$ cat config.mk
export PLATFORM = sky130hd
export DESIGN_NAME = host_cmd_regs
export DESIGN_NICKNAME = d
export VERILOG_FILES = /design/src/core_pkg.sv /design/src/host_cmd_regs.sv
export SDC_FILE = /design/constraint.sdc
export NUM_CORES = 1
export LEC_CHECK = 0
export ABC_AREA = 0
export BUFFER_PORTS_ARGS = -buffer_cell sky130_fd_sc_hd__buf_2
export CAP_MARGIN = 10
export CELL_PAD_IN_SITES_DETAIL_PLACEMENT = 1
export CELL_PAD_IN_SITES_GLOBAL_PLACEMENT = 1
export CORE_MARGIN = 3
export CORE_UTILIZATION = 36
export CTS_CLUSTER_SIZE = 8
export DETAILED_ROUTE_END_ITERATION = 12
export PLACE_DENSITY_LB_ADDON = 0.25
export SLEW_MARGIN = 25
export SYNTH_ARGS = -nofsm -noshare
export SYNTH_HDL_FRONTEND = slang
export SYNTH_SLANG_ARGS = --single-unit
$ cat constraint.sdc
create_clock -name clk_74a -period 2.59 [get_ports clk_74a]
set_input_delay 0.1295 -clock clk_74a [delete_from_list [all_inputs] [get_ports clk_74a]]
set_output_delay 0.1295 -clock clk_74a [all_outputs]
set_load 0.02 [all_outputs]
$ cat src/core_pkg.sv
/*
  shared sizes, bridge region codes and state types for the bridge side
  command offsets are word offsets, taken from bridge address bits [3:2]
  load fifo depth must stay a power of two
*/
package core_pkg;

  ////////////////////
  // bus and memory sizes

  // bridge address and data width
  localparam int bridge_w = 32;
  // word address into the shared ram
  localparam int mem_aw = 10;
  localparam int mem_words = 1024;

  ////////////////////
  // bridge regions

  // load region, upper nibble of the byte address
  localparam logic [3:0] region_load = 4'h1;
  // host command block, upper byte
  localparam logic [7:0] region_cmd = 8'hF8;

  // word offsets inside the command block
  localparam logic [1:0] cmd_status_ofs = 2'd0;
  localparam logic [1:0] cmd_dl_start_ofs = 2'd1;
  localparam logic [1:0] cmd_dl_done_ofs = 2'd2;

  ////////////////////
  // reset hold and loader

  // button reset length in clk_74a cycles
  localparam logic [15:0] reset_hold_cycles = 16'd64;
  // entries in the load buffer
  localparam int load_fifo_depth = 4;

  ////////////////////
  // arbiter types

  // core port state, done is the cycle after a completion
  typedef enum logic [1:0] {idle, wait_grant, read_data, done} apb_state_t;

  // owner of the ram for the current cycle
  typedef enum logic [1:0] {grant_none, grant_loader, grant_core} grant_t;

endpackage

$ cat src/host_cmd_regs.sv
/*
  host command block: download flag, button reset hold and status word
  core_reset also follows rst_n directly
  a button edge during a running hold restarts the full hold
*/
`timescale 1ns/100ps

module host_cmd_regs (
  input  logic                          clk_74a,
  input  logic                          rst_n,
  input  logic                          cmd_wr,
  input  logic [1:0]                    cmd_ofs,
  input  logic                          reset_button,
  output logic                          core_reset,
  output logic [core_pkg::bridge_w-1:0] status
);

  logic        dl_active;
  logic        button_prev;
  logic        button_rise;
  logic [15:0] hold_timer;

  ////////////////////
  // download flag

  // start wins if both offsets were somehow seen, they cannot be in one write
  always_ff @(posedge clk_74a) begin
    if (!rst_n) begin
      dl_active <= 1'b0;
    end else if (cmd_wr && cmd_ofs == core_pkg::cmd_dl_start_ofs) begin
      dl_active <= 1'b1;
    end else if (cmd_wr && cmd_ofs == core_pkg::cmd_dl_done_ofs) begin
      dl_active <= 1'b0;
    end
  end

  ////////////////////
  // button reset hold

  assign button_rise = reset_button & ~button_prev;

  // previous button level for the edge
  always_ff @(posedge clk_74a) begin
    if (!rst_n) begin
      button_prev <= 1'b0;
    end else begin
      button_prev <= reset_button;
    end
  end

  // loads on the edge, then counts down to zero
  // nonzero for exactly reset_hold_cycles cycles
  always_ff @(posedge clk_74a) begin
    if (!rst_n) begin
      hold_timer <= '0;
    end else if (button_rise) begin
      hold_timer <= core_pkg::reset_hold_cycles;
    end else if (hold_timer != '0) begin
      hold_timer <= hold_timer - 16'd1;
    end
  end

  ////////////////////
  // outputs

  assign core_reset = !rst_n || dl_active || (hold_timer != '0);

  // bit 0 download, bit 1 core reset
  assign status = {{(core_pkg::bridge_w - 2){1'b0}}, core_reset, dl_active};

  // count stays inside the hold window
  a_timer_bound: assert property (
    @(posedge clk_74a) disable iff (!rst_n)
    hold_timer <= core_pkg::reset_hold_cycles
  );

endmodule

==> After elaboration in Yosys (flattened, before gate mapping) <==
Index checks and enable logic that the tools add are counted.
{ "word_totals": {"ff_bits": 18, "inputBits": 6, "output_inout_bits": 33, "word_cells": 23} }
{ "op_classes": {"addsub": 1, "eq_ne": 2, "mux": 4, "n_bitwise": 3, "n_reduce_logical": 9} }
{ "ops": {"columns": ["op", "count"], "rows": [
  ["16-bit nonzero test", 1],
  ["16-bit by 1-bit subtractor with 16-bit output (second input constant)", 1],
  ["7-bit 2-to-1 mux", 2],
  ["2-bit nonzero test", 2],
  ["2-bit by 1-bit == test with 1-bit output (second input constant)", 1],
  ["2-bit == test (second input constant)", 1],
  ["1-bit logical AND", 2],
  ["1-bit logical OR", 2],
  ["1-bit 2-to-1 mux", 2],
  ["1-bit NOT", 2],
  ["2-bit OR reduction", 1],
  ["1-bit bitwise AND", 1],
  ["1-bit logical NOT", 1]
]} }

==> Depth between registers and ports, before layout <==
Gate-level depths: netlist (run 1).
{ "depth": {"depth_word": 4, "mapped_depth": 7, "depth_no_buf": 6} }

==> Worst setup path after synthesis (run 1) <==
OpenSTA, ideal clock, no wires.
{ "synth_timing": {"path_type": "reg-to-output", "start": "register hold_timer[0]", "end": "output status[1] (netlist name)", "arrival_ns": 1.928, "setup_slack_ns": 0.532, "path_stages_with_launch": 8, "path_buffers": 2, "cell_sequence": "dfxtp_1 > inv_1 > ha_1 > nor3b_1 > and4_1 > buf_2 > nand3b_1 > buf_4"} }
{ "synth_between": {"elab_chain_len": 2} }
{ "synth_rtl": {"columns": ["element", "line_no", "text"], "rows": [
  ["start, declared", "host_cmd_regs.sv:21", "logic [15:0] hold_timer;"],
  ["start signal, assigned", "host_cmd_regs.sv:57", "hold_timer <= core_pkg::reset_hold_cycles;"],
  ["start signal, assigned", "host_cmd_regs.sv:59", "hold_timer <= hold_timer - 16'd1;"],
  ["16-bit nonzero test", "host_cmd_regs.sv:66", "assign core_reset = !rst_n || dl_active || (hold_timer != '0);"],
  ["1-bit logical OR", "host_cmd_regs.sv:66", null],
  ["end, declared", "host_cmd_regs.sv:15", "output logic [core_pkg::bridge_w-1:0] status"]
]} }
Every way passes these cells.

==> Final worst setup path (run 1) <==
Same ends and word-level chain as after synthesis.

==> run_results.csv, run 1 <==
group,metric,value,unit
status,status,"finished, final reports clean",
synth,netlist_top_cells_count,"32 x buf_4, 18 x dfxtp_1, 9 x a21oi_1",
global_route,grt_overflow,0,
sta,finalWorstSetupSlack,0.390,ns
drt,drtAntennaViolNets,0,
synth,synth_ff_type,"dfxtp_1",
global_route,track_usage,12.4,%
power_and_ir_drop,ir_worst_vdd,518,µV
setup_path,critPathBufInv,3,
synth,synthCells,138,
power_and_ir_drop,power_frac_comb,59.4,%
run,maxCapViolations,0,
sta,fin_crit_sh,84.9,%
clock_tree,cts_sinks,18,
floorplan,die_area,3980,µm²
clock_tree,cts_tree,"built",
setup_path,worstReg2RegEnd,"hold_timer[7]",
setup_path,path_class,"flop to primary output",
placement,routabilityCongestion,0.811,
sta,final.setup.tns,0,ns
setup_path,regToRegStartpoint,"hold_timer[0]",
setup_path,startpoint,"hold_timer[0]",
synth,syn_area_per_cell,8.50,µm²
global_route,grtUsageMet2,20.2,%
placement,portBuffers,8,
final_layout,register_area,360,µm²
drt,drc,0,
synth,synth_top_cell_by_area,"dfxtp_1",
synth,synth.distinct_cells,39,
synth,ys_seq_area_share,30.7,%
sta,setup_viol,0,
setup_path,crit_fanout,8,
setup_path,critPathCaptureType,"primary output",
setup_path,arrival,2.07,ns
final_layout,finalNetCount,156,
clock_tree,cts_root_buf,"clkbuf_4",
sta,max_freq,455,MHz
final_layout,drive_above_1_share,13.6,%
setup_path,crit_end,"status[1]",
synth,ys_top_cells_by_area,"dfxtp_1 31%, buf_4 20%, a21oi_1 3.8%, o21ai_0 3.0%, nand4_1 2.7%",
synth,synth-seq-cells,18,
clock_tree,numCtsBuffers,3,
drt,first_pass_iters,4,
setup_path,reg2reg_depth,7,
sta,fin_skew,0.000591,ns
setup_path,r2r_slack,0.55,ns
global_route,antenna_found_initial,0,
floorplan,ios,39,
worst_hold_path,hp-class,"primary input to flop",
final_layout,n_fill_cell,393,
floorplan,die_w,63.1,µm
drt,vias,913,
placement,hpwl,1820,µm
final_layout,area_delta_synth_final,0.000341,%
setup_path,required,2.46,ns
synth,synth_top_area_share,30.7,%
power_and_ir_drop,switching_share,47.0,%
floorplan,fp.coreArea,3080,µm²
global_route,grt.busiest_layer,"met2",
power_and_ir_drop,leakagePower,0.497,nW
sta,rsz0062_at_grt,"no",
synth,ys_warn_count,0,
sta,layout_min_cycle_time,2.20,ns
global_route,gr-usage-met3,4.46,%
floorplan,row_count,20,
clock_tree,holdBufCountCts,0,
final_layout,n_antenna_cell,0,
setup_path,path_depth,7,
power_and_ir_drop,switchingPower,0.000705,W
global_route,grt_max_degree,16,
power_and_ir_drop,p_int,0.000795,W
synth,syn_area,1170,µm²
placement,place_ws,0.562,ns
sta,slew_viol_final,0,
setup_path,crit_chain,"inv_1, ha_1, nor3b_1, buf_4, and4_1, nand3b_1, buf_2",
clock_tree,clock_path_buffers,2,
setup_path,critPathSlowestCell,"and4_1",
power_and_ir_drop,p_clk_share,9.7,%
clock_tree,cts_setup_buffers,0,
sta,slew_headroom,56.3,%
setup_path,start_kind,"flop",
power_and_ir_drop,powerDensity,1280,nW/µm²
clock_tree,clkTransAtPathRegs,0.10,ns
clock_tree,h-tree-depth,1,
drt,via_per_inst,4.78,
floorplan,start_util,38.1,%
sta,hold_viol_final,0,
global_route,grt_pass1_vias,858,
clock_tree,post_cts_resized,0,
power_and_ir_drop,power,0.00150,W
synth,async_reset_ff_share,0,%
synth,synth_edf_count,0,
drt,drt-total-wl,2350,µm
floorplan,chipHeight,63.1,µm
global_route,grt_pass1_wl,3960,µm
sta,worst_pin_slew,0.650,ns
synth,synth_most_common_cell,"buf_4",
power_and_ir_drop,seq_power_share,30.9,%
global_route,grt_use_met1,15.5,%
clock_tree,clock_latency,0.30,ns
setup_path,crit_family,"simple AND/OR/NAND/NOR gates",
drt,routedWlPerCell,12.3,µm
drt,drt_iter0_markers,19,
final_layout,multi_input_area,658,µm²
setup_path,cp_slowest_stage_delay,0.37,ns
power by group through the flow:
stage          sequential [W]  clock [W]  combinational, W
5_1_grt              0.000476   0.000167           0.00101
6_report             0.000464   0.000145          0.000892
3_5_place_dp         0.000470          0          0.000885
4_1_cts              0.000463   0.000155          0.000892
2_1_floorplan        0.000442          0          0.000741
3_3_place_gp         0.000463          0          0.000879
logic make-up (layout without fill, tap and decap cells):
| group | after synthesis | after routing | share of synthesized area, % |
|---|---|---|---|
| AO/OA/AOI/OAI | 27 | 27 | 15.2 |
| XOR/XNOR | 5 | 5 | 3.73 |
| adder cells (fa/ha/maj) | 1 | 1 | 1.07 |
| buffers and inverters | 38 | 18 | 22.5 |
| flip-flops | 18 | 18 | 30.7 |
| other | 1 | 30 | 0.320 |
| AND/OR/NAND/NOR | 48 | 48 | 26.4 |
layout by cell type, fill, tap and decap left out, drive strengths merged:
master	netlist	final
a211o	2	2
a211oi	1	1
a21oi	9	9
a31oi	1	1
and2	2	2
and4	2	2
buf	33	11
clkbuf	1	3
conb	1	30
dfxtp	18	18
ha	1	1
inv	4	4
nand2	6	6
nand2b	2	2
nand3	1	1
nand3b	2	2
nand4	5	5
nand4b	1	1
nor2	7	7
nor2b	2	2
nor3	1	1
nor3b	1	1
nor4	5	5
o2111ai	1	1
o211ai	2	2
o21a	1	1
o21ai	7	7
o311a	1	1
o31ai	2	2
or2	1	1
or3	4	4
or3b	1	1
or4	5	5
xnor2	2	2
xor2	3	3
worst min-delay path by stage:
stage,from,end,cells after the start
global placement,reset_button,button_prev,2
detailed placement,reset_button,button_prev,2
finish,reset_button,button_prev,2
global route,reset_button,button_prev,2
floorplan,rst_n,hold_timer[6],1
CTS,reset_button,button_prev,2
layer usage:
metal | up-vias | routed length, µm
met4 | 0 | 15
met3 | 3 | 155
met2 | 26 | 1050
met5 | - | 0
li1 | 451 | -
met1 | 433 | 1130
cell type report:
type / count / share of cell area [%]
sequential: 18 / 30.7
timing repair buffer: 11 / 5.33
multi-input combinational: 111 / 56.1
inverter: 4 / 1.28
clock buffer: 3 / 1.92
tap: 44 / 4.69
sequential cells by signal, summed over array words and instances (netlist names):
signal	flops
button_prev	1
dl_active	1
hold_timer	16
per-stage QoR:
step | utilization [%] | hold slack (ns) | instances | area (µm²)
final | 38.1 | 0.0373 | 191 | 1170
after global routing | 38.1 | 0.0359 | 191 | 1170
after detailed placement | 37.4 | 0.353 | 188 | 1150
after CTS | 38.1 | 0.0259 | 191 | 1170
after floorplan | - | 0.247 | 167 | 1280
after global placement | 37.4 | 0.349 | 188 | 1150
No activity file was read; power rests on OpenSTA's default activity.
==> run 2: changes to the inputs <==
Settings changed: CORE_UTILIZATION 36 to 32.
Clock period 2.59 ns to 2 ns, I/O delays scaled along.
==> run 2 against run 1 <==
Via count up 0.99%. Combinational power up 40%. Sequential power up 31%. Sequential cell count unchanged. Setup slack worse by 0.21 ns. Routed wire length up 8.2%. Core utilization down 2.1 points. Final area up 5.5%. Non-clock buffer count up 3. Cell count up 3.1%. Clock power up 110%. Die area up 11%. Largest cell class unchanged.
==> run_results.csv, run 2 (synthesized netlist as in run 1, its figures left out) <==
group,metric,value,unit
status,status,"finished, final reports clean",
drt,drtAntennaViolNets,0,
setup_path,start_kind,"flop",
setup_path,reg2reg_depth,6,
floorplan,die_area,4430,µm²
power_and_ir_drop,powerDensity,1740,nW/µm²
drt,via_per_inst,4.68,
setup_path,path_class,"flop to primary output",
final_layout,layout_commonest_cell,"conb_1",
sta,finalWorstSetupSlack,0.182,ns
setup_path,crit_fanout,8,
setup_path,regToRegStartpoint,"hold_timer[0]",
final_layout,layout_common_cells,"30 x conb_1, 18 x dfxtp_1, 9 x a21oi_1",
placement,portBuffers,8,
run,maxCapViolations,0,
global_route,grt_pass1_wl,4120,µm
setup_path,worstReg2RegEnd,"hold_timer[7]",
sta,slew_viol_final,0,
placement,place_ws,0.114,ns
floorplan,fp.coreArea,3440,µm²
drt,drc,0,
sta,slew_headroom,64.1,%
final_layout,area_delta_synth_final,5.54,%
final_layout,reg_top3,"hold_timer (16), button_prev (1), dl_active (1)",
clock_tree,cts_root_buf,"clkbuf_8",
drt,drt-total-wl,2540,µm
final_layout,largest_register_ffs,16,
sta,hold_viol_final,0,
sta,setup_viol,0,
floorplan,start_util,34.1,%
clock_tree,holdBufCountCts,0,
drt,dr_wl_met3,95,µm
sta,max_freq,550,MHz
sta,layout_min_cycle_time,1.82,ns
setup_path,arrival,1.72,ns
clock_tree,clock_path_buffers,2,
power_and_ir_drop,ir_worst_vdd,556,µV
setup_path,r2r_slack,0.20,ns
setup_path,critPathCaptureType,"primary output",
setup_path,crit_end,"core_reset",
clock_tree,cts_sinks,18,
drt,routedWlPerCell,12.9,µm
clock_tree,numCtsBuffers,3,
setup_path,crit_chain,"inv_1, ha_1, nor3b_2, and4_4, nand3b_1, buf_2",
clock_tree,post_cts_resized,0,
final_layout,drive_above_1_share,17.2,%
setup_path,startpoint,"hold_timer[0]",
drt,drt_iter0_markers,25,
final_layout,n_antenna_cell,0,
power_and_ir_drop,leakagePower,0.530,nW
placement,routabilityCongestion,0.739,
floorplan,row_count,21,
drt,top_layer,"met4",
setup_path,cp_slowest_stage_delay,0.35,ns
sta,final.setup.tns,0,ns
global_route,grt_overflow,0,
sta,fin_skew,0.00339,ns
setup_path,critPathSlowestCell,"dfxtp_1",
clock_tree,cts_tree,"built",
floorplan,die_w,66.6,µm
global_route,grt_max_degree,11,
worst_hold_path,hp-class,"primary input to flop",
global_route,antenna_found_initial,0,
sta,fin_crit_sh,90.9,%
global_route,track_usage,12.0,%
final_layout,largest-register,"hold_timer",
clock_tree,cts_setup_buffers,0,
clock_tree,h-tree-depth,1,
placement,hpwl,1990,µm
sta,rsz0062_at_grt,"no",
clock_tree,clkTransAtPathRegs,0.07,ns
drt,first_pass_iters,4,
floorplan,ios,39,
worst_hold_path,min_path_cells,2,
final_layout,finalNetCount,159,
setup_path,required,1.90,ns
clock_tree,clock_latency,0.25,ns
drt,wirelength_met1,1240,µm
drt,route.met2.wl,1200,µm
drt,vias,922,
sta,worst_pin_slew,0.536,ns
floorplan,chipHeight,66.6,µm
global_route,grt_pass1_vias,896,
run 2: area by class of cell:
class                   count  area, µm²
clock buffers               4       55.1
fillers                   430       2200
inverters                   4       15.0
multi-input cells         111        666
flip-flops and latches     18        360
well taps                  46       57.6
repair buffers             14       85.1
run 2: per-stage QoR:
stage / area [µm²] / power, W / cells / util, % / hold slack, ns
2_1_floorplan: 1290 / 0.00154 / 167 / - / 0.218
3_3_place_gp: 1180 / 0.00181 / 193 / 34.3 / 0.319
3_5_place_dp: 1180 / 0.00184 / 193 / 34.3 / 0.325
4_1_cts: 1240 / 0.00216 / 197 / 35.9 / 0.0583
5_1_grt: 1240 / 0.00236 / 197 / 36.0 / 0.0614
6_report: 1240 / 0.00216 / 197 / 36.0 / 0.0622
run 2: how the worst min path moves through the flow:
stage / startpoint / end / slack (ns)
3_3_place_gp: reset_button / button_prev / 0.32
6_report: reset_button / button_prev / 0.06
3_5_place_dp: reset_button / button_prev / 0.33
4_1_cts: reset_button / button_prev / 0.06
2_1_floorplan: rst_n / hold_timer[6] / 0.22
5_1_grt: reset_button / button_prev / 0.06
run 2: layer usage:
metal  global-route usage (%)  vias to the layer above
met4                     4.57                        0
met5                        0                        -
met1                     16.2                      439
li1                         -                      460
met3                     2.02                        2
met2                     18.8                       21
run 2: critical path, delay by kind of cell, from the launching register on:
family	cells	cell delay, ns
buffers and inverters	2	0.26
AND/OR/NAND/NOR	3	0.62
adder cells (fa/ha/maj)	1	0.23
flip-flops	1	0.35
run 2: power by group:
part / leakage (nW) / internal, W / switching [W]
clock: 0.0288 / 0.000175 / 0.000127
combinational: 0.354 / 0.000567 / 0.000685
sequential: 0.147 / 0.000461 / 0.000146
==> run 3: changes to the inputs <==
Settings changed: RECOVER_POWER from default to 50.
==> run 3 against run 2 <==
Combinational power about the same. Global-route usage did not move. Total power down 0.50%. Register-to-register slack about the same. Core utilization shrank 0.25 points. Sequential share of layout area is 0.21 points higher. Critical endpoint unchanged. Via count is 0.65% lower. Sequential cell count is the same. First-iteration DRC count down 20%. Clock skew about the same. Die area is the same. Clock power is essentially flat.
==> run_results.csv, run 3 (synthesized netlist as in run 1, its figures left out) <==
group,metric,value,unit
final_layout,layout_commonest_cell,"conb_1",
status,status,"finished, final reports clean",
drt,drc,0,
clock_tree,numCtsBuffers,3,
clock_tree,h-tree-depth,1,
final_layout,reg_top3,"hold_timer (16), button_prev (1), dl_active (1)",
power_and_ir_drop,switching_share,44.3,%
floorplan,fp.coreArea,3440,µm²
floorplan,ios,39,
power_and_ir_drop,power,0.00215,W
power_and_ir_drop,switchingPower,0.000953,W
sta,worst_pin_slew,0.522,ns
drt,drt-total-wl,2550,µm
setup_path,crit_fanout,8,
sta,slew_viol_final,0,
drt,first_pass_iters,4,
sta,rsz0062_at_grt,"no",
drt,via_per_inst,4.65,
clock_tree,clkTransAtPathRegs,0.07,ns
final_layout,layout_common_cells,"30 x conb_1, 18 x dfxtp_1, 9 x a21oi_1",
setup_path,critPathCaptureType,"primary output",
final_layout,area_delta_synth_final,4.80,%
floorplan,die_w,66.6,µm
final_layout,n_antenna_cell,0,
sta,final.setup.tns,0,ns
floorplan,start_util,34.1,%
sta,setup_viol,0,
global_route,grt_pass1_wl,4120,µm
final_layout,finalNetCount,159,
sta,fin_skew,0.00367,ns
sta,max_freq,549,MHz
drt,routedWlPerCell,12.9,µm
clock_tree,clock_path_buffers,2,
global_route,grt_max_degree,11,
power_and_ir_drop,powerDensity,1750,nW/µm²
floorplan,die_area,4430,µm²
clock_tree,cts_tree,"built",
placement,routabilityCongestion,0.739,
global_route,grt_pass1_vias,896,
power_and_ir_drop,p_int,0.00120,W
power_and_ir_drop,ir_worst_vdd,535,µV
clock_tree,cts_setup_buffers,0,
setup_path,arrival,1.72,ns
setup_path,start_kind,"flop",
power_and_ir_drop,power_frac_comb,57.9,%
sta,slew_headroom,65.1,%
global_route,grt_overflow,0,
sta,fin_crit_sh,91.1,%
final_layout,largest-register,"hold_timer",
placement,portBuffers,8,
run,maxCapViolations,0,
final_layout,drive_above_1_share,15.2,%
drt,drt_iter0_markers,20,
power_and_ir_drop,leakagePower,0.521,nW
floorplan,chipHeight,66.6,µm
clock_tree,cts_root_buf,"clkbuf_8",
final_layout,largest_register_ffs,16,
setup_path,r2r_slack,0.21,ns
placement,hpwl,1990,µm
final_layout,post-route-util,35.7,%
floorplan,row_count,21,
power_and_ir_drop,seq_power_share,28.1,%
clock_tree,cts_sinks,18,
setup_path,path_class,"flop to primary output",
sta,layout_min_cycle_time,1.82,ns
power_and_ir_drop,p_clk_share,14.0,%
drt,vias,916,
worst_hold_path,hp-class,"primary input to flop",
global_route,antenna_found_initial,0,
drt,drtAntennaViolNets,0,
setup_path,required,1.90,ns
global_route,track_usage,12.0,%
sta,hold_viol_final,0,
clock_tree,clock_latency,0.25,ns
## run 3: changes by cell type in the layout (fill, tap and decap cells not counted)
| cell | delta |
|---|---|
| and2_1 | -1 |
| buf_2 | -2 |
| nor4_1 | +1 |
| and2_0 | +1 |
| clkbuf_1 | +2 |
| nor4_2 | -1 |
## run 3: path summary, 6_finish.rpt
check	cells after the start	start	to
worst max-delay path	4	hold_timer[7]	core_reset
worst min-delay path	2	reset_button	button_prev
worst max register to register	4	hold_timer[12]	hold_timer[6]
worst min register to register	2	hold_timer[5]	hold_timer[5]
## run 3: worst max-delay path: stages, from the launching register on
cell and delay [ns]:
dfxtp_1 0.36, nor4_4 0.47, and4_4 0.36, nand3b_1 0.10, buf_2 0.17
## run 3: stage by stage
step | worst slack, ns | std cells | instance area, µm² | hold WS (ns)
final | 0.179 | 197 | 1230 | 0.0635
after CTS | 0.0488 | 197 | 1240 | 0.0583
after global routing | 0.0288 | 197 | 1230 | 0.0614
after floorplan | 0.163 | 167 | 1290 | 0.218
after detailed placement | 0.114 | 193 | 1180 | 0.325
after global placement | 0.192 | 193 | 1180 | 0.319
## run 3: what timing repair did
item | in CTS | in global routing
gates resized for setup | 0 | 2
setup endpoints to repair | 0 | 3
hold buffers | 0 | 0
## run 3: power groups by stage
stage / Clock, W / Combinational [W] / Sequential [W]
6_report: 0.000301 / 0.00125 / 0.000604
4_1_cts: 0.000319 / 0.00123 / 0.000607
3_5_place_dp: 0 / 0.00123 / 0.000615
5_1_grt: 0.000332 / 0.00139 / 0.000619
3_3_place_gp: 0 / 0.00120 / 0.000604
2_1_floorplan: 0 / 0.000964 / 0.000575
## run 3: area by class of cell
| type | count | area, µm² |
|---|---|---|
| Multi-Input combinational cell | 111 | 659 |
| Timing Repair Buffer | 14 | 82.6 |
| Sequential cell | 18 | 360 |
| Tap cell | 46 | 57.6 |
| Inverter | 4 | 15.0 |
| Clock buffer | 4 | 55.1 |
| Fill cell | 434 | 2210 |
## run 3: metal layers
metal / global-route usage (%) / routed length [µm] / part of all wire [%]
met3: 2.02 / 98 / 3.8
met5: 0 / 0 / 0
met2: 18.8 / 1210 / 47
met1: 16.2 / 1230 / 48
met4: 4.57 / 12 / 0.47
